**src/rename_config.svh**
```systemverilog
// Rename slice sizing macros for data width, register file and reorder buffer depth
`ifndef RENAME_CONFIG_SVH
`define RENAME_CONFIG_SVH

// Datapath width
`define RENAME_XLEN 32

// Architectural register file
`define RENAME_NUM_REGS 32

// Index width for the architectural registers
`define RENAME_REG_W 5

// Reorder buffer depth, kept a power of two so pointers wrap on their own
`define RENAME_ROB_ENTRIES 16

// Reorder buffer tag width
`define RENAME_ROB_ID_W 4

`endif
```
**src/rename_pkg.sv**
```systemverilog
// Rename package with request, writeback, bus, retire and operand types
`include "rename_config.svh"

package rename_pkg;

  // Architectural register index
  typedef logic [`RENAME_REG_W-1:0] reg_idx_t;

  // Reorder buffer tag
  typedef logic [`RENAME_ROB_ID_W-1:0] rob_id_t;

  // Destination field, none set means no register write
  typedef struct packed {
    logic     none;
    reg_idx_t idx;
  } dest_t;

  // One instruction entering rename
  typedef struct packed {
    dest_t    rd;
    reg_idx_t rs1;
    reg_idx_t rs2;
  } rename_req_t;

  // Result from an execution port
  typedef struct packed {
    rob_id_t                 robid;
    dest_t                   rd;
    logic                    error;
    logic [`RENAME_XLEN-1:0] result;
  } wb_t;

  // Common data bus beat
  typedef struct packed {
    logic valid;
    wb_t  wb;
  } cdb_t;

  // In-order retirement record
  typedef struct packed {
    logic                    valid;
    reg_idx_t                rd;
    logic                    has_rd;
    logic [`RENAME_XLEN-1:0] result;
  } retire_t;

  // Operand word, a value when ready and a zero-extended tag otherwise
  typedef union packed {
    logic [`RENAME_XLEN-1:0] value;
    struct packed {
      logic [`RENAME_XLEN-`RENAME_ROB_ID_W-1:0] pad;
      rob_id_t                                  id;
    } tag;
  } tagval_u;

  // Source operand handed to the issue stage
  typedef struct packed {
    logic    ready;
    tagval_u word;
  } src_opnd_t;

endpackage

```
**src/rob.sv**
```systemverilog
// Reorder buffer that hands out tags, collects CDB results and retires in order
`timescale 1ns/1ps
`include "rename_config.svh"

module rob (
  input  logic                    clk,
  input  logic                    rst,
  input  logic                    rename_valid,
  input  rename_pkg::rename_req_t rename_req,
  output logic                    rename_ready,
  output rename_pkg::rob_id_t     alloc_robid,
  input  rename_pkg::cdb_t        cdb,
  output rename_pkg::retire_t     retire,
  output logic                    flush
);

  // Entry payload, done bits kept apart as control state
  typedef struct packed {
    logic                    error;
    rename_pkg::dest_t       rd;
    logic [`RENAME_XLEN-1:0] result;
  } rob_entry_t;

  rob_entry_t                    ent [`RENAME_ROB_ENTRIES];
  logic [`RENAME_ROB_ENTRIES-1:0] done;

  rename_pkg::rob_id_t      head;
  rename_pkg::rob_id_t      tail;
  logic [`RENAME_ROB_ID_W:0] count;

  logic full;
  logic alloc;
  logic head_done;
  logic retire_go;

  assign full         = (count == `RENAME_ROB_ENTRIES);
  assign rename_ready = ~full;
  // Tag is simply the tail slot
  assign alloc_robid  = tail;
  assign alloc        = rename_valid & rename_ready;

  // Head can leave once its result is in
  assign head_done = (count != '0) & done[head];
  assign retire_go = head_done;

  // Error at the head squashes everything, including its own write
  assign flush = head_done & ent[head].error;

  always_comb begin
    retire.valid  = head_done & ~ent[head].error;
    retire.rd     = ent[head].rd.idx;
    retire.has_rd = ~ent[head].rd.none;
    retire.result = ent[head].result;
  end

  // Pointers, occupancy and done bits
  always_ff @(posedge clk) begin
    if (rst || flush) begin
      head  <= '0;
      tail  <= '0;
      count <= '0;
      done  <= '0;
    end else begin
      if (alloc) begin
        tail       <= tail + 1'b1;
        done[tail] <= 1'b0;
      end
      if (cdb.valid) begin
        done[cdb.wb.robid] <= 1'b1;
      end
      if (retire_go) begin
        head <= head + 1'b1;
      end
      case ({alloc, retire_go})
        2'b10:   count <= count + 1'b1;
        2'b01:   count <= count - 1'b1;
        default: count <= count;
      endcase
    end
  end

  // Destination at allocation, result and error at writeback
  always_ff @(posedge clk) begin
    if (alloc) begin
      ent[tail].rd <= rename_req.rd;
    end
    if (cdb.valid) begin
      ent[cdb.wb.robid].error  <= cdb.wb.error;
      ent[cdb.wb.robid].result <= cdb.wb.result;
    end
  end

  // Bus only carries tags that are in flight
  a_cdb_allocated: assert property (@(posedge clk) disable iff (rst)
    cdb.valid |-> (rename_pkg::rob_id_t'(cdb.wb.robid - head) < count));

  // Occupancy bound
  a_count_bound: assert property (@(posedge clk) disable iff (rst)
    count <= `RENAME_ROB_ENTRIES);

endmodule

```
**config.mk**
```make
export PLATFORM = sky130hd
export DESIGN_NAME = rob
export DESIGN_NICKNAME = d
export VERILOG_FILES = /design/src/rename_pkg.sv /design/src/rob.sv
export VERILOG_INCLUDE_DIRS = /design/src /design/src/src
export SDC_FILE = /design/constraint.sdc
export NUM_CORES = 1
export LEC_CHECK = 0
export BUFFER_PORTS_ARGS = -buffer_cell sky130_fd_sc_hd__buf_2
export CORE_UTILIZATION = 61
export CTS_CLUSTER_SIZE = 10
export DETAILED_ROUTE_END_ITERATION = 16
export GPL_TIMING_DRIVEN = 0
export MAX_ROUTING_LAYER = met4
export PLACE_DENSITY = 0.9
export SLEW_MARGIN = 30
export SYNTH_ARGS = -nofsm -noshare
export SYNTH_HDL_FRONTEND = slang
export SYNTH_SLANG_ARGS = --single-unit
```
**constraint.sdc**
```tcl
create_clock -name clk -period 4.7 [get_ports clk]
set_input_delay 0.94 -clock clk [delete_from_list [all_inputs] [get_ports clk]]
set_output_delay 0.94 -clock clk [all_outputs]
set_load 0.005 [all_outputs]
```
# After elaboration in Yosys (flattened, before gate mapping)
# Memories as Yosys holds them, arrays and structs flattened. A register that Yosys moved wholly into a read port is not among the register bits.
# Index checks and enable logic that the tools add are counted.
# Widths: inputs -> output; s select.
# op_classes
addsub,4
n_lt_le_gt_ge,5
eq_ne,3
muxes,16
n_bitwise,10
reduce_logical,5
# ops
operator,count
$mux 16,3
$and 16x16->16,1
$not 16->16,1
$or 16x16->16,1
$lt 4x5->1 const B,3
$pmux 5 s2,1
$add 4x1->4 const B,2
$demux 1 s4,2
$ge 4x1->1 const B,2
$mux 4,2
$mux 1,7
$add 5x1->5 const B,1
$eq 5x5->1 const B,1
$reduce_bool 5->1,1
$sub 5x1->5 const B,1
$and 1x1->1,4
$bmux 1 s4,1
$not 1->1,3
$eq 2x1->1 const B,1
$eq 2x2->1 const B,1
$logic_and 1x1->1,2
$reduce_bool 2->1,1
$logic_or 1x1->1,1
# totals
register_bits,29
ram_bits,624
input_bits,63
output_inout_bits,45
mem_count,1
# mem_list
name,depth,word_bits,read_ports,rd_clocked_by_memory_dff,wr,line_no,rtl
ent,16,39,1,1,2,rob.sv:24,rob_entry_t ent [`RENAME_ROB_ENTRIES];

# Logic depth before layout (Yosys ltp)
# Gate-level depths: netlist (run 1).
# depth
depth_word,10
mapped_depth,15
ltp_nobuf,12

# Least setup slack after synthesis (run 1)
# Ideal clock, no wire load.
# synth_timing
path_kind,input to register
startpoint,input cdb[41] (netlist bit)
endpoint,"memory ent[0][0] (netlist bit), enable pin"
arrival_ns,3.775
required_time_ns,4.233
setup_slack_ns,0.458
stages,2
n_path_buf,0
path_cell_list,or3b_2 -> nor3_1
# synth_lines
item,line_no,rtl
from (decl),rob.sv:12,"input rename_pkg::cdb_t cdb,"
to (decl),rob.sv:24,

==> metrics.md, run 1 <==
| Metric | Value |
|---|---|
| Outcome | complete, no violations |
| Slowest CP cell | mux4_2 |
| Syn Area/Cell | 22.7 sq um |
| Final Skew | 0.0318 ns |
| CTS root buffer | clkbuf_16 |
| Worst endpoint required time | 3.76 ns |
| Fin util | 0.717 |
| Vias in the first global route | 13700 |
| GRT overflow | 0 |
| Routed via count | 13000 |
| Post-synthesis sequential area ratio | 0.766 |
| Max FO, Critical Path | 10 |
| PortBufs | 91 |
| Initial antenna violation count | 5 |
| Setup violators final | 0 |
| Synth unique cells | 45 |
| # clock sinks | 657 |
| Clk slew on worst S/H paths | 0.05 ns |
| Async SR Flop Fraction | 0 |
| Chip height | 206 um |
| Slowest Stage Delay on Critical Path | 0.60 ns |
| Design area | 29400 sq um |
| Initial Util | 0.619 |
| Top-level port count | 108 |
| # hold bufs at CTS | 0 |
| WS Path Type | flop to output pin |
| Syn nets | 1187 |
| Clock Latency Late Sink | 0.61 ns |
| Die Area | 42300 sq um |
| Hold Crit Class | flop to flop |
| Power per cell area | 416 nW/um^2 |
| Row count | 74 |
| CP Launch Type | flop |
| Endpoints failing hold | 0 |
| Period minus WS final | 4.55 ns |
| Setup crit end kind | output pin |
| Leakage | 9.35 nW |
| Cell Area, Synth | 25300 sq um |
| # H-tree levels | 3 |
| Routed Antenna Nets | 0 |
| Pin count of the biggest net entering global routing | 34 |
| Gpl congestion | 0.877 |
| CTS tree | built |
| Yosys Warn Count | 0 |
| CORE AREA | 40900 sq um |
| Total Routing Usage GR | 0.324 |
| CP arrival | 3.61 ns |
| Fin. max-slew vios | 0 |
| Final Cycle Share | 0.969 |
| Share of layout cells above drive strength 1 | 0.348 |
| Worst-margin pin slew | 1.02 ns |
| RSZ-0062 raised after global routing | no |
| Initial DRC Count | 1610 |
| Maxcap violations | 0 |
| Chip Width | 206 um |
| Fmax | 220 MHz |
| Total CTS buffers | 76 |
| Post-route DRC | 0 |
| PnR worst setup slack | 0.147 ns |
| Number of enable flip-flop cells after synthesis | 624 |
| Max-slew headroom | 0.318 |
| Worst path most repeated cell | buf_2 |
| Hold_ws | 0.507 ns |
| Area Overhead vs Synth | 16.0% |
| Post-CTS Setup Repair Bufs | 0 |
| Worst Path Buf+Inv | 4 |
| Critical-path cell list | buf_2, buf_2, buf_2, mux4_2, mux4_2, buf_2 |
| CP top delay family | buffers and inverters |
| Total iterations of the first detailed-routing run | 6 |
| Peak supply drop | 0.311 mV |
| Hpwl dp | 36700 um |
| DR WL/cell | 34.0 um |
| Vias/cell | 6.93 |
| Final #Nets | 1386 |
| Syn Inst Count | 1116 |
| Primary FF master, synth | edfxtp_1 |
| First-pass GRT wire length | 91800 um |
| Dpl cell area | 27200 sq um |
| Final wirelength | 64000 um |
| Longest Clk Path Bufs | 3 |
| Flop and latch count out of synthesis | 657 |
| DP Worst Slack | 0.454 ns |
==> power by group <==
part           switching [W]  total, W  internal (W)  leakage (nW)
combinational       0.000246  0.000392      0.000146          2.42
clock                0.00222   0.00525       0.00303          1.03
sequential         0.0000416   0.00657       0.00652          5.90
==> kinds of logic after synthesis <==
family          Yosys count  share of synthesized area
flops                   657                      0.766
simple gates             99                     0.0185
fa+ha+maj                 8                    0.00395
xor+xnor                  6                    0.00237
mux                     208                      0.180
compound gates           54                     0.0141
buf+inv                  84                     0.0150
==> cells in the mapped netlist, types with 6 or more instances <==
cell | count | area [sq um]
mux2i_1 | 8 | 80.1
nand2_1 | 8 | 30.0
ha_1 | 8 | 100
a21oi_1 | 23 | 115
nand3_1 | 13 | 65.1
nor2_1 | 48 | 180
buf_6 | 6 | 67.6
mux4_2 | 194 | 4370
buf_2 | 16 | 80.1
o21ai_0 | 7 | 35.0
dfxtp_1 | 33 | 661
nand2b_1 | 7 | 43.8
inv_1 | 27 | 101
clkbuf_1 | 31 | 116
edfxtp_1 | 624 | 18700
==> metrics by stage <==
stage / cells / setup TNS (ns) / power [W]
final: 1883 / 0 / 0.0122
after global placement: 1739 / -123.30 / 0.00699
after detailed placement: 1770 / 0 / 0.00705
after CTS: 1876 / 0 / 0.0122
after floorplan: 1116 / 0 / 0.00684
after global routing: 1880 / 0 / 0.0125
==> layer usage <==
layer | part of all wire | track usage | vias to the layer above
li1 | - | - | 5085
met1 | 0.34 | 0.397 | 6797
met2 | 0.52 | 0.535 | 991
met3 | 0.099 | 0.0626 | 169
met4 | 0.036 | 0.129 | 0
met5 | 0 | - | -
==> repair_timing <==
action | 4_1_cts | 5_1_grt
endpoints found under the setup margin | 37 | 6
resized for setup | 7 | 0
pin swaps | 0 | 0
==> final timing paths <==
check                 from          to  slack [ns]  cells after the start
setup / recovery      flop  retire[37]        0.15                      6
hold / removal    done[10]    done[10]        0.51                      2
setup reg to reg   head[2]    count[4]        0.61                     14
hold reg to reg   done[10]    done[10]        0.51                      2
==> cell usage in the layout (no fill, tap or decap), drive strengths merged, types with 2 or more instances in the layout <==
master and instances:
nand4 4, inv 30, buf 147, diode 8, nor3 3, clkbuf 131
mux2i 8, a2111oi 2, o21ai 10, nor2b 3, xor2 5, nand3 13
or3b 2, or3 5, a21oi 28, nand2b 7, mux2 4, a211oi 3
nand3b 2, ha 8, nand2 8, dfxtp 33, clkinv 3, edfxtp 624
a211o 2, and2b 2, mux4 196, nor2 48
==> tightest hold or removal path, stage by stage (launching register included) <==
cell	delay, ns
dfxtp_1	0.33
a21oi_1	0.06
nor2_1	0.08
==> layout make-up <==
| type | instances | area, sq um |
|---|---|---|
| sequential | 657 | 19400 |
| fill | 2236 | 11600 |
| multi-input combinational | 375 | 5630 |
| clock buffer | 100 | 2060 |
| timing repair buffer | 122 | 1130 |
| tap | 532 | 666 |
| buffer | 56 | 290 |
| inverter | 27 | 104 |
| clock inverter | 6 | 62.6 |
| antenna | 8 | 20.0 |
==> state kept, by name, summed over array words and instances, names as in the netlist, named ones only <==
register and count:
head 4, done 16, alloc_robid 4, count 5, ent 624
No activity file was read; power rests on OpenSTA's default activity.
==> inputs of run 2 (changes only) <==
- CELL_PAD_IN_SITES_DETAIL_PLACEMENT: unset -> 1
- CELL_PAD_IN_SITES_GLOBAL_PLACEMENT: unset -> 1
- CORE_UTILIZATION: 61 -> 54
- PLACE_DENSITY: 0.9 -> 0.89
==> run 2 against run 1 <==
  * Clock skew is 0.0094 ns lower
  * Combinational power hardly changed
  * Clock-buffer cell count is 8 lower
  * Critical path type unchanged
  * Critical endpoint is now retire[0]
==> metrics.md, run 2 (synthesized netlist as in run 1, its figures left out) <==
| Metric | Value |
|---|---|
| Post-CTS Setup Repair Bufs | 0 (unchanged) |
| Post-route setup TNS | 0 ns (unchanged) |
| Longest Clk Path Bufs | 3 (unchanged) |
| P_sw | 0.00250 W (about the same) |
| Initial antenna violation count | 3 (-2) |
| Power share of the clock group | 0.430 (about the same) |
| Final Power | 0.0122 W (about the same) |
| CP Launch Type | flop |
| Total iterations of the first detailed-routing run | 5 (-1) |
| Hpwl dp | 41600 um (+13%) |
| Setup crit end kind | output pin |
| # hold bufs at CTS | 0 (unchanged) |
| Max FFs per register | 624 (unchanged) |
| Final Cycle Share | 0.982 (+0.0137) |
| Setup violators final | 0 (unchanged) |
| Hold path depth | 2 (unchanged) |
| Internal power | 0.00971 W (about the same) |
| Worst endpoint required time | 3.76 ns (about the same) |
| GR Util met3 | 0.0470 (-0.0155) |
| Reg2Reg Depth | 14 (unchanged) |
| Top-level port count | 108 (unchanged) |
| Routed Antenna Nets | 0 (unchanged) |
| Total Routing Usage GR | 0.304 (-0.0195) |
| CTS root buffer | clkbuf_16 |
| Endpoints failing hold | 0 (unchanged) |
| Reg2reg end | count[4] |
| PortBufs | 91 (unchanged) |
| Largest registers | ent (624), done (16), count (5) |
| Worst-margin pin slew | 1.02 ns (-0.00694 ns) |
| # clock sinks | 657 (unchanged) |
| Share of layout cells above drive strength 1 | 0.350 (+0.00205) |
| Hold_sp | done[14] |
| Final wirelength | 67400 um (+5.4%) |
| Peak supply drop | 0.310 mV (-0.19%) |
| RR Startpoint | head[1] |
| Maxcap violations | 0 (unchanged) |
| Initial Util | 0.553 (-0.0655) |
| Max FO, Critical Path | 10 (unchanged) |
| Clk slew on worst S/H paths | 0.05 ns (about the same) |
| GRT overflow | 0 (unchanged) |
| Fin. max-slew vios | 0 (unchanged) |
| Chip Width | 219 um (+6.2%) |
| Clock Latency Late Sink | 0.61 ns (about the same) |
| DR WL/cell | 34.7 um (+2.2%) |
| Fmax | 217 MHz (-1.4%) |
| Final Skew | 0.0224 ns (-0.00942 ns) |
| Global routing usage on met1 | 0.371 (-0.0260) |
| Leakage | 9.37 nW (+0.25%) |
| CORE AREA | 45800 sq um (+12%) |
| Total CTS buffers | 76 (unchanged) |
| Post-route DRC | 0 (unchanged) |
| Non-filler cells, final | 1942 (+3.1%) |
| Power per cell area | 414 nW/um^2 (-0.33%) |
| Vias/cell | 6.58 (-4.9%) |
| Routed via count | 12800 (-2.0%) |
| Commonest non-fill, non-tap cell in the layout | edfxtp_1 |
| Dpl cell area | 27300 sq um (+0.45%) |
| Initial DRC Count | 1365 (-15%) |
| CP arrival | 3.68 ns (+0.07 ns) |
| Hold Crit Class | flop to flop |
| Die Area | 47800 sq um (+13%) |
| Biggest register | ent |
| Period minus WS final | 4.62 ns (+0.0644 ns) |
| Most frequent cells in the layout | edfxtp_1, mux4_2, buf_2 |
| Chip height | 219 um (+6.2%) |
| Final #Nets | 1387 (+0.072%) |
| CTS tree | built |
| Gpl congestion | 0.815 (-7.0%) |
| Outcome | complete, no violations |
| First-pass GRT wire length | 97600 um (+6.3%) |
| Grt met2 use | 0.522 (-0.0135) |
| Design area | 29500 sq um (+0.38%) |
| Sw frac | 0.205 (-0.000227) |
| Fin util | 0.644 (-0.0735) |
| RSZ-0062 raised after global routing | no |
| Row count | 78 (+5.4%) |
| Max-slew headroom | 0.322 (+0.00463) |
| Area Overhead vs Synth | 16.4% |
| Most used routing layer | met2 |
| Part of the power in registers | 0.538 (about the same) |
| # H-tree levels | 3 (unchanged) |
| Vias in the first global route | 14100 (+3.0%) |
| Combinational share of power | 0.032 (about the same) |
| Dpl cells | 1838 (+3.8%) |
| Quantity of gates resized following cts | 9 (+2) |
| Sink of the worst hold path | done[14] |
| Pin count of the biggest net entering global routing | 34 (unchanged) |
| WS Path Type | flop to output pin |
| Setup slack, reg-to-reg | 0.73 ns (+0.12 ns) |
run 2: changes by cell type in the layout (fill, tap and decap cells not counted), moves of 2 or more:
| cell | change |
|---|---|
| buf_12 | -2 |
| buf_16 | +4 |
| buf_8 | -3 |
| clkbuf_1 | -10 |
| clkinv_1 | +4 |
| diode_2 | -4 |
| inv_2 | -2 |
| inv_4 | +2 |
| inv_6 | -2 |
run 2: per-stage QoR:
step	worst slack [ns]	hold WS, ns
global route	0.0573	0.538
detailed placement	0.219	0.490
floorplan	0.458	0.448
finish	0.0828	0.504
CTS	0.106	0.500
global placement	-2.53	0.461
run 2: power by group through the flow:
stage | clock, W | combinational [W] | sequential, W
6_report | 0.00525 | 0.000395 | 0.00657
2_1_floorplan | 0 | 0.000179 | 0.00667
3_5_place_dp | 0 | 0.000390 | 0.00668
5_1_grt | 0.00549 | 0.000419 | 0.00657
4_1_cts | 0.00530 | 0.000396 | 0.00657
3_3_place_gp | 0 | 0.000329 | 0.00667
run 2: critical path, cell delays in order, from the launching register on:
cell	delay, ns
dfxtp_1	0.32
clkbuf_1	0.67
clkbuf_2	0.49
clkbuf_2	0.46
mux4_2	0.41
mux4_2	0.54
buf_2	0.16
run 2: layout make-up:
class	instances	area, sq um
diodes	4	10.0
plain buffers	57	297
clock buffers	92	2050
clock inverters	8	63.8
fillers	3643	16300
inverters	27	109
multi-input cells	375	5630
flip-flops and latches	657	19400
well taps	600	751
repair buffers	122	1160
run 2: per-layer routing:
metal  part of all wire  vias to the layer above  wire (um)
met4              0.025                        0       1710
met2               0.54                      683      36400
li1                   -                     5093          -
met3              0.070                      114       4720
met5                  0                        -          0
met1               0.37                     6896      24600
run 2: worst max path at each step:
stage	from	endpoint	slack, ns	cells after the start
final	flop	retire[0]	0.08	6
after global routing	flop	retire[4]	0.06	6
after CTS	flop	retire[11]	0.11	6
after global placement	cdb[41]	ent[0][22]	-2.53	3
after detailed placement	flop	retire[4]	0.22	6
after floorplan	cdb[41]	ent[0][0]	0.46	2
