===== config.mk =====
export PLATFORM = sky130hd
export DESIGN_NAME = cdb_arbiter
export DESIGN_NICKNAME = d
export VERILOG_FILES = /design/src/rename_pkg.sv /design/src/cdb_arbiter.sv
export VERILOG_INCLUDE_DIRS = /design/src /design/src/src
export SDC_FILE = /design/constraint.sdc
export NUM_CORES = 1
export LEC_CHECK = 0
export BUFFER_PORTS_ARGS = -buffer_cell sky130_fd_sc_hd__buf_4
export CAP_MARGIN = 20
export CORE_MARGIN = 5
export CORE_UTILIZATION = 25
export CTS_BUF_LIST = sky130_fd_sc_hd__clkbuf_8
export DETAILED_ROUTE_END_ITERATION = 8
export PLACE_DENSITY = 0.92
export SLEW_MARGIN = 20
export SYNTH_ARGS = -nofsm -noshare
export SYNTH_HDL_FRONTEND = slang
export SYNTH_SLANG_ARGS = --single-unit

===== constraint.sdc =====
create_clock -name clk -period 3.2 [get_ports clk]
set_input_delay 0.16 -clock clk [delete_from_list [all_inputs] [get_ports clk]]
set_output_delay 0.16 -clock clk [all_outputs]
set_load 0.02 [all_outputs]

===== src/rename_config.svh =====
// Rename slice sizing macros for data width, register file and reorder buffer depth
`ifndef RENAME_CONFIG_SVH
`define RENAME_CONFIG_SVH

// Datapath width
`define RENAME_XLEN 32

// Architectural register file
`define RENAME_NUM_REGS 32

// Index width for the architectural registers
`define RENAME_REG_W 5

// Reorder buffer depth, kept a power of two so pointers wrap on their own
`define RENAME_ROB_ENTRIES 16

// Reorder buffer tag width
`define RENAME_ROB_ID_W 4

`endif

===== src/rename_pkg.sv =====
// Rename package with request, writeback, bus, retire and operand types
`include "rename_config.svh"

package rename_pkg;

  // Architectural register index
  typedef logic [`RENAME_REG_W-1:0] reg_idx_t;

  // Reorder buffer tag
  typedef logic [`RENAME_ROB_ID_W-1:0] rob_id_t;

  // Destination field, none set means no register write
  typedef struct packed {
    logic     none;
    reg_idx_t idx;
  } dest_t;

  // One instruction entering rename
  typedef struct packed {
    dest_t    rd;
    reg_idx_t rs1;
    reg_idx_t rs2;
  } rename_req_t;

  // Result from an execution port
  typedef struct packed {
    rob_id_t                 robid;
    dest_t                   rd;
    logic                    error;
    logic [`RENAME_XLEN-1:0] result;
  } wb_t;

  // Common data bus beat
  typedef struct packed {
    logic valid;
    wb_t  wb;
  } cdb_t;

  // In-order retirement record
  typedef struct packed {
    logic                    valid;
    reg_idx_t                rd;
    logic                    has_rd;
    logic [`RENAME_XLEN-1:0] result;
  } retire_t;

  // Operand word, a value when ready and a zero-extended tag otherwise
  typedef union packed {
    logic [`RENAME_XLEN-1:0] value;
    struct packed {
      logic [`RENAME_XLEN-`RENAME_ROB_ID_W-1:0] pad;
      rob_id_t                                  id;
    } tag;
  } tagval_u;

  // Source operand handed to the issue stage
  typedef struct packed {
    logic    ready;
    tagval_u word;
  } src_opnd_t;

endpackage


===== src/cdb_arbiter.sv =====
// Round-robin arbiter granting the common data bus to one of two writeback ports
`timescale 1ns/1ps

module cdb_arbiter (
  input  logic                clk,
  input  logic                rst,
  input  logic                a_valid,
  input  logic                b_valid,
  input  rename_pkg::wb_t     a_wb,
  input  rename_pkg::wb_t     b_wb,
  output logic                a_ready,
  output logic                b_ready,
  output rename_pkg::cdb_t    cdb
);

  // Set when port b wins the next tie
  logic prio_b;
  logic grant_a;
  logic grant_b;
  logic contend;

  assign contend = a_valid & b_valid;

  // Lone requester always wins, ties go by priority
  assign grant_a = a_valid & (~b_valid | ~prio_b);
  assign grant_b = b_valid & (~a_valid | prio_b);

  // Ready in the grant cycle, loser holds its payload
  assign a_ready = grant_a;
  assign b_ready = grant_b;

  always_comb begin
    cdb.valid = grant_a | grant_b;
    if (grant_b) begin
      cdb.wb = b_wb;
    end else begin
      cdb.wb = a_wb;
    end
  end

  // Flip only after a contended grant, port a first after reset
  always_ff @(posedge clk) begin
    if (rst) begin
      prio_b <= 1'b0;
    end else if (contend) begin
      prio_b <= ~prio_b;
    end
  end

  // One port per cycle on the bus
  a_one_grant: assert property (@(posedge clk) disable iff (rst)
    !(a_ready && b_ready));

endmodule


## Word-level counts from Yosys, hierarchy flattened

Cells that the tools add are included.

- Bits in read-only memories: 0
- Output and inout bits: 46
- Input bits: 90
- Bits in writable memories: 0
- Latch bits: 0
- Register bits after elaboration: 1
- Logic and storage cells: 11
- Memories: 0

- Multiplexer cells: 1
- Multipliers: 0
- Eq/ne operators: 0
- Reductions and logical operators: 0
- Magnitude comparators: 0
- Div/mod/pow operators: 0
- Add/subtract/negate cells: 0
- Shift-type cells: 0
- Bitwise gates (word level): 9

Operators with widths:

| operator | number |
|---|---|
| $mux W43 | 1 |
| $and A1 B1 Y1 | 3 |
| $not A1 Y1 | 3 |
| $or A1 B1 Y1 | 3 |

## Depth between registers and ports, before layout

Gate-level depths: netlist of the first run.

- Word-level depth: 4
- Gate-level depth with buffers: 4

## Worst setup path before layout of the first run

OpenSTA, ideal clock, no wires.

- Path kind: register -> output
- From: register prio_b
- To: output cdb[6] (netlist bit)
- Arrival time: 1.217 ns
- Path buffers: 1
- Data required time: 3.040 ns
- Cell stages (with the launch flop): 4
- Setup slack: 1.823 ns
- Cells stage by stage: dfxtp_1 > o21ai_4 > buf_4 > mux2_1

RTL lines:

| element | line | text |
|---|---|---|
| start: declaration | cdb_arbiter.sv:17 | `logic prio_b;` |
| start signal: assignment | cdb_arbiter.sv:46 | `prio_b <= ~prio_b;` |
| end: declaration | cdb_arbiter.sv:13 | `output rename_pkg::cdb_t cdb` |

==> metrics, run 1 <==
Yosys warnings=0; first-pass GRT wire length=5.40 mm; Reg2Reg Setup Slack=2.46 ns; Tcrit/Tclk final=52.7%; Post-Synth Simple-Gate Area=under 10%; fraction of layout cells with a size suffix above 1=94.7%; drt pass-1 iters=3; Slew Limit Fails=0; syn nets=146; cell accounting for the most synthesized area=mux2_2; GPL Wtd Cong=0.859; Sequential cell area=between 20 and 25 sq um; EDFF count, synth=0; CP startpoint=prio_b; crit start category=flip-flop; skew final=0 ns; Final Setup Violations=0; maximum fanout along the worst path=18; ANT cells=0; synth unique cells=12; R2R Path End=prio_b; Final Instance Count excl. Fillers=approximately 220; area occupied by multi-input gates=528 sq um; Worst Reg2Reg Path Length in Cells=2; antenna violations before repair=0; vias in the first global route=1140; Initial Util=26.6%; drt wl/cell=16.8 um; clock slew at reported path FFs=0 ns; via-per-instance ratio=4.41; Total Nets Final=281; HP Class=in -> reg; Cells after Synth=56; dominant synthesized flop cell=dfxtp_1; drt drc=0; P_leak=0.870 nW; Post CTS Setup Buffer Count=0; IO Port Bufs=about 140; die footprint=3450 sq um; Tmin final=1.69 ns; hold path start=rst; asr flop ratio synth=0%; DIE HEIGHT=approximately 59 um; R2R Path Start=prio_b; Yosys reg bits=1; Placed Instance Area=1620 sq um; Synth Area in Compound Gates=3.59%; biggest registers after layout=prio_b: 1 flops; std cell rows=17; mux cell area share after synthesis=approximately four fifths; max-cap violation count=0; Worst Path Arrival=1.53 ns; Hold Fails Final Rpt=0; GRT overflow=0; status=complete, no violations; syn_area_per_cell=10.6 sq um; CP endpoint=cdb[15]; DR iter-0 viols=21; Skew-Pair Late Insertion Delay=0 ns; unrepaired setup endpoints after global routing=no; design area=1620 sq um; post-route ant nets=0; Layout Utilization=72.5%; largest net degree at the start of global routing=19; WP data required=approximately 3 ns; Cell Count Post-Placement=217; Synth Area in Adders=0%; boundary pin count=136; share of the synthesized area in the top cell type=about three quarters; register area share after synthesis=3.38%; Synth Area in XOR/XNOR=1.48%; top cells by count, synth=mux2_2, mux2_1, buf_4, buf_6, inv_1; via count=958; Layout Area Growth over Synthesis=173%; Final Power=0.325 mW; Slew @ Worst Pin=0.334 ns; Setup TNS=0 ns; worst ir drop on vdd=between 100 and 150 uV; Critical Path End Type=output pin; largest cells by area after synthesis=mux2_2, mux2_1, buf_6; CP Class=reg -> out; Placeable Area=between 2000 and 2500 sq um; Routed WL=3.64 mm; CTS Hold Buffers Added=0; Fillers=between 150 and 200; largest family of logic cells by synthesized area=multiplexers; fmax=593 MHz; Gates resized, CTS repair=0; Slew Limit Headroom=between 70% and 80%; Power per Cell Area=approximately 200 nW/um^2; GRT Total Usage=19.9%; most flop-heavy register=prio_b; max reg flops=1; Post-Syn Area=593 sq um; die width=58.7 um; most common cell in the synthesized netlist=mux2_2
cell families (layout without fill, tap and decap cells):
logic type / after synthesis / in the layout
AOI/OAI and AO/OA: 2 / 2
muxes: 43 / 43
DFF: 1 / 1
xor gates and xnor gates: 1 / 1
and+or+nand+nor: 3 / 3
buffers and inverters: 6 / 139
metal layers:
metal,GRT usage (%),wire [um],vias to the layer above,share of wire [%]
met5,0,0,-,0
met4,1.94,34,0,0.93
met3,5.26,428,4,12
met2,40.0,2010,58,55
met1,20.9,1160,422,32
li1,-,-,474,-
metrics by stage:
stage               setup slack, ns  hold WS [ns]
global placement               1.58         0.318
detailed placement             1.50         0.319
global route                   1.44         0.339
finish                         1.51         0.319
CTS                            1.51         0.320
floorplan                      1.82         0.232
how the worst min path moves through the flow:
stage | end | slack (ns) | cells past startpoint
final | prio_b | 0.32 | 2
after floorplan | prio_b | 0.23 | 1
after global placement | prio_b | 0.32 | 2
after detailed placement | prio_b | 0.32 | 2
after CTS | prio_b | 0.32 | 2
after global routing | prio_b | 0.34 | 2
cell type report:
cell class,count,area share [%]
Multi-Input combinational cell,49,32.6
Sequential cell,1,1.24
Timing Repair Buffer,137,63.5
Tap cell,28,2.16
Inverter,2,0.464
placed cells by master, fill, tap and decap left out:
cell type / instances
or2_2: 1
buf_4: 137
nor2_1: 1
mux2_2: 40
mux2_1: 3
nand2_1: 1
a21oi_1: 1
o21ai_4: 1
xor2_1: 1
dfxtp_1: 1
inv_1: 2
power by group:
group	switching, mW	internal (mW)
sequential	0.00156	0.0139
combinational	0.132	0.178
clock	0	0
worst max-delay path: stages, from the launching register on:
cell	delay [ns]
dfxtp_1	0.33
o21ai_4	0.33
buf_4	0.32
mux2_2	0.38
buf_4	0.16
Power figures use the tool's default switching activity.
==> run 2, diff against run 1 <==
--- a/config.mk
+++ b/config.mk
@@ -6,13 +6,14 @@
 export SDC_FILE = /design/constraint.sdc
 export NUM_CORES = 1
 export LEC_CHECK = 0
+export ABC_AREA = 1
 export BUFFER_PORTS_ARGS = -buffer_cell sky130_fd_sc_hd__buf_4
 export CAP_MARGIN = 20
 export CORE_MARGIN = 5
-export CORE_UTILIZATION = 25
+export CORE_UTILIZATION = 28
 export CTS_BUF_LIST = sky130_fd_sc_hd__clkbuf_8
 export DETAILED_ROUTE_END_ITERATION = 8
-export PLACE_DENSITY = 0.92
+export PLACE_DENSITY = 0.89
 export SLEW_MARGIN = 20
 export SYNTH_ARGS = -nofsm -noshare
 export SYNTH_HDL_FRONTEND = slang
==> constraint.sdc (replaced) <==
create_clock -name clk -period 1.7 [get_ports clk]
set_input_delay 0.085 -clock clk [delete_from_list [all_inputs] [get_ports clk]]
set_output_delay 0.085 -clock clk [all_outputs]
set_load 0.02 [all_outputs]
==> run 2 against run 1 <==
Effect of this change:
- combinational power grew 110%
- global-route usage decreased by 0.70 points
- sequential power increased by 79%
- synthesized area up 30%
- power grew 110%
- critical path depth up 1
- hold slack improved by 0.0086 ns
- core utilization fell by 6.4 points
- sequential share of layout area down 0.11 points
- die area up 13%
- largest cell class unchanged
==> metrics, run 2 <==
status=complete, no violations; most common cell after layout, fill and taps aside=buf_4; Slew Limit Fails=0 (unchanged); Initial Util=28.6% (+2.0 points); Yosys warnings=0 (unchanged); GPL Wtd Cong=0.821 (-4.4%); Comb power frac=96.0% (+0.7 points); EDFF count, synth=0 (unchanged); global route hottest layer=met2; Layout Area Growth over Synthesis=131%; CP Class=reg -> out; hold path start=rst; DPL Wire Length=between 3 and 4 mm; HP Class=in -> reg; Slew @ Worst Pin=0.289 ns (-0.0456 ns); most flop-heavy register=prio_b; Final Power=0.679 mW (+110%); Tmin final=around 1.1 ns; maximum fanout along the worst path=29 (+11); WP data required=1.62 ns (-1.42 ns); Skew-Pair Late Insertion Delay=0 ns (unchanged); largest cells by area after synthesis=nand3_1, nand2_1, buf_2; via count=1557 (+63%); skew final=0 ns (unchanged); largest net degree at the start of global routing=30 (+11); P_leak=1.09 nW (+25%); hold depth=4 (+2); via-per-instance ratio=4.93 (+12%); drt pass-1 iters=4 (+1); synth unique cells=11 (-1); vias in the first global route=1503 (+32%); Worst Reg2Reg Path Length in Cells=3 (+1); Routed WL=4.09 mm (+12%); CP startpoint=prio_b; antenna violations before repair=0 (unchanged); fmax=873 MHz; Setup TNS=0 ns (unchanged); Post-Syn Area=768 sq um (+30%); Critical Path End Type=output pin; worst ir drop on vdd=253 uV (+69%); asr flop ratio synth=0% (unchanged); Slew Limit Headroom=80.8% (+3.1 points); GRT Total Usage=19.2% (-0.70 points); Placeable Area=2690 sq um (+20%); syn nets=250 (+71%); share of the synthesized area in the top cell type=56.7% (-19 points); syn_area_per_cell=4.80 sq um (-55%); unrepaired setup endpoints after global routing=no; Hold WS=0.327 ns (+0.00858 ns); boundary pin count=136 (unchanged); Post CTS Setup Buffer Count=0 (unchanged); Final Setup Violations=0 (unchanged); global routing usage on met3=6.83% (+1.6 points); DR iter-0 viols=104 (+400%); register area share after synthesis=2.61% (-0.77 points); drt drc=0 (unchanged); fraction of layout cells with a size suffix above 1=50.9% (-44 points); Clk network pwr share=0% (unchanged); post-route ant nets=0 (unchanged); design area=1780 sq um (+9.7%); CTS Hold Buffers Added=0 (unchanged); M1 GR Usage=22.6% (+1.7 points); IO Port Bufs=135 (unchanged); Hold Fails Final Rpt=0 (unchanged); Cells after Synth=160 (+190%); switching pwr=0.328 mW (+150%); ANT cells=0 (unchanged); DIE HEIGHT=62.4 um (+6.3%); R2R Path Start=prio_b; most frequent cells in the layout=buf_4, nand3_1, nand2_1; drt wl/cell=12.9 um (-23%); die width=62.4 um (+6.3%); met2 GRT Util=34.2% (-5.8 points); biggest registers after layout=prio_b: 1 flops; most common cell in the synthesized netlist=nand3_1; max reg flops=1 (unchanged); die footprint=3890 sq um (+13%); Sequential Power Share=4.0% (-0.7 points); dominant synthesized flop cell=dfxtp_1; max-cap violation count=0 (unchanged); sw frac=48.2% (+7.1 points); Worst Path Arrival=1.06 ns (-0.47 ns); crit start category=flip-flop; Placed Instance Area=1780 sq um (+9.7%); Yosys reg bits=1 (unchanged); clock slew at reported path FFs=0 ns (unchanged); Tcrit/Tclk final=67.4%; first-pass GRT wire length=6.61 mm (+22%); std cell rows=19 (+2); top cells by count, synth=nand3_1, nand2_1, buf_2; Total Nets Final=377 (+34%); Gates resized, CTS repair=0 (unchanged); cell internal pwr=0.352 mW (+84%); cell accounting for the most synthesized area=nand3_1; Power per Cell Area=382 nW/um^2 (+90%); GRT overflow=0 (unchanged)
[run 2: worst paths after layout]
check	slack, ns	end
setup / recovery	0.55	cdb[27]
hold / removal	0.33	prio_b
setup reg to reg	1.03	prio_b
hold reg to reg	0.55	prio_b
[run 2: final cells by class]
cell class,count,area (sq um)
repair buffers,142,1070
fillers,267,910
multi-input cells,139,641
well taps,31,38.8
flip-flops and latches,1,20.0
inverters,3,11.3
[run 2: cells by family (layout without fill, tap and decap cells)]
group,Yosys count,in the layout,synth area share [%]
compound gates,2,2,1.30
simple gates,137,137,82.1
flops,1,1,2.61
buf+inv,20,145,14.0
[run 2: power by group through the flow]
stage / clock [mW] / combinational, mW / sequential (mW)
3_5_place_dp: 0 / 0.655 / 0.0274
6_report: 0 / 0.652 / 0.0275
4_1_cts: 0 / 0.657 / 0.0275
3_3_place_gp: 0 / 0.650 / 0.0273
5_1_grt: 0 / 0.708 / 0.0276
2_1_floorplan: 0 / 0.315 / 0.0272
[run 2: critical path, stage by stage, from the launching register on]
cell	delay, ns
dfxtp_1	0.32
nand2_1	0.08
buf_4	0.29
nand3_1	0.13
nand2_1	0.09
buf_4	0.14
[run 2: stage by stage]
stage	setup WS (ns)	cells	utilization, %
6_report	0.554	316	66.1
5_1_grt	0.462	316	66.1
2_1_floorplan	0.689	160	-
3_3_place_gp	0.587	316	66.1
4_1_cts	0.564	316	66.1
3_5_place_dp	0.566	316	66.1
[run 2: per-layer routing]
| metal | routed length (um) | share of wire, % |
|---|---|---|
| met1 | 1490 | 37 |
| met3 | 511 | 13 |
| met4 | 47 | 1.2 |
| met2 | 2030 | 50 |
| met5 | 0 | 0 |
==> run 3, diff against run 2 <==
==> constraint.sdc (replaced) <==
create_clock -name clk -period 1.2 [get_ports clk]
set_input_delay 0.06 -clock clk [delete_from_list [all_inputs] [get_ports clk]]
set_output_delay 0.06 -clock clk [all_outputs]
set_load 0.02 [all_outputs]
==> run 3 against run 2 <==
Effect of this change:
- first-iteration DRC count shrank 13%
- via count shrank 0.32%
- combinational power is 46% higher
- largest cell class unchanged
- power up 45%
- sequential share of layout area barely moved
- critical path depth unchanged
- core utilization rose by 1.7 points
- clock skew unchanged
- global-route usage shrank 0.18 points
- cell count is 0.32% higher
- die area stayed put
- routed wire length grew 0.42%
==> metrics, run 3 (synthesized netlist as in run 2, its figures left out) <==
antenna violations before repair=0 (unchanged); Hold WS=0.300 ns (-0.0270 ns); Final Instance Count excl. Fillers=317 (+0.32%); Placeable Area=2690 sq um (unchanged); Placed Instance Area=1820 sq um (+2.5%); unrepaired setup endpoints after global routing=no; boundary pin count=136 (unchanged); GRT Total Usage=19.0% (-0.18 points); drt drc=0 (unchanged); Total Nets Final=378 (+0.27%); Power per Cell Area=542 nW/um^2 (+42%); Tmin final=1.07 ns; CTS Hold Buffers Added=0 (unchanged); switching pwr=0.469 mW (+43%); worst path cell trace=nand2_1, buf_4, nand3_1, nand2_1, buf_4; via count=1552 (-0.32%); R2R Path Start=prio_b; most flop-heavy register=prio_b; Skew-Pair Late Insertion Delay=0 ns (unchanged); vias in the first global route=1461 (-2.8%); drt wl/cell=12.9 um (about the same); Slew Limit Fails=0 (unchanged); most common cell after layout, fill and taps aside=buf_4; status=complete, no violations; skew final=0 ns (unchanged); Reg2Reg Setup Slack=0.55 ns (-0.48 ns); Final Setup Violations=0 (unchanged); Cell Count Post-Placement=317 (+0.32%); Post CTS Setup Buffer Count=0 (unchanged); Slew Limit Headroom=83.2% (+2.4 points); Worst Path Buf+Inv=2 (unchanged); CP Depth=5 (unchanged); design area=1820 sq um (+2.5%); max reg flops=1 (unchanged); Comb power frac=96.1% (about the same); Critical Path End Type=output pin; most frequent cells in the layout=buf_4, nand3_1, nand2_1; largest net degree at the start of global routing=29 (-3.3%); drt pass-1 iters=4 (unchanged); GPL Wtd Cong=0.799 (-2.7%); maximum fanout along the worst path=26 (-10%); via-per-instance ratio=4.90 (-0.64%); CP endpoint=cdb[11]; Layout Area Growth over Synthesis=137%; worst ir drop on vdd=332 uV (+31%); GRT overflow=0 (unchanged); CP Class=reg -> out; cell internal pwr=0.518 mW (+47%); Hold Fails Final Rpt=0 (unchanged); sw frac=47.5% (-0.72 points); max-cap violation count=0 (unchanged); Sequential Power Share=3.9% (about the same); biggest registers after layout=prio_b: 1 flops; IO Port Bufs=135 (unchanged); die footprint=3890 sq um (unchanged); die width=62.4 um (unchanged); Critical Path Max Stage Delay=0.32 ns (about the same); fmax=between 900 and 1000 MHz; crit start category=flip-flop; Gates resized, CTS repair=0 (unchanged); first-pass GRT wire length=6.51 mm (-1.5%); Routed WL=4.10 mm (+0.42%); Tcrit/Tclk final=88.9%; P_leak=1.11 nW (+1.9%); Clk network pwr share=0% (unchanged); DIE HEIGHT=62.4 um (unchanged); R2R Path End=prio_b; Setup TNS=0 ns (unchanged); worst-path cell with the longest stage delay=dfxtp_1; clock slew at reported path FFs=0 ns (unchanged); Worst Path Arrival=1.01 ns (-0.05 ns); delay-heaviest family, CP=buffers and inverters; WP data required=1.14 ns (-0.48 ns); Initial Util=28.6% (unchanged); post-route ant nets=0 (unchanged); CP startpoint=prio_b; ANT cells=0 (unchanged); Worst Reg2Reg Path Length in Cells=3 (unchanged); DR iter-0 viols=90 (-13%); std cell rows=19 (unchanged); HP Class=in -> reg; fraction of layout cells with a size suffix above 1=51.0% (+0.17 points); DPL Wire Length=3.31 mm (+1.1%); Slew @ Worst Pin=0.253 ns (-0.0360 ns)
## run 3: cell count changes in the layout (fill, tap and decap cells not counted), sizes merged
cell  previous run  this run
buf            142       143
## run 3: layout make-up
class	count	area (sq um)
fillers	249	865
repair buffers	143	1110
flip-flops and latches	1	20.0
well taps	31	38.8
inverters	3	11.3
multi-input cells	139	641
## run 3: how the worst min path moves through the flow
stage                     cells past startpoint  slack [ns]      to  from
after floorplan                               3        0.20  prio_b   rst
after global placement                        4        0.29  prio_b   rst
after detailed placement                      4        0.30  prio_b   rst
after CTS                                     4        0.30  prio_b   rst
after global routing                          4        0.35  prio_b   rst
final                                         4        0.30  prio_b   rst
## run 3: per-stage QoR
stage | worst slack (ns) | util [%] | power, mW
after floorplan | 0.214 | - | 0.485
after global placement | 0.153 | 67.8 | 0.984
after detailed placement | 0.125 | 67.8 | 0.991
after CTS | 0.122 | 67.8 | 0.994
after global routing | 0.0315 | 67.8 | 1.06
final | 0.133 | 67.8 | 0.988
## run 3: power by group through the flow
stage	combinational [mW]	clock, mW	sequential (mW)
4_1_cts	0.955	0	0.0389
2_1_floorplan	0.446	0	0.0385
3_5_place_dp	0.952	0	0.0389
5_1_grt	1.03	0	0.0392
6_report	0.949	0	0.0389
3_3_place_gp	0.945	0	0.0386
## run 3: per-layer routing
metal	share of wire [%]	track usage, %
met3	12	6.83
met5	0	0
met4	0	0.531
met1	36	21.0
met2	53	36.1
## run 3: worst reg2reg max path, cell delays in order, from the launching register on
cell and delay, ns:
dfxtp_1 0.36, nand3_1 0.09, nand2_1 0.06, nor2_1 0.03
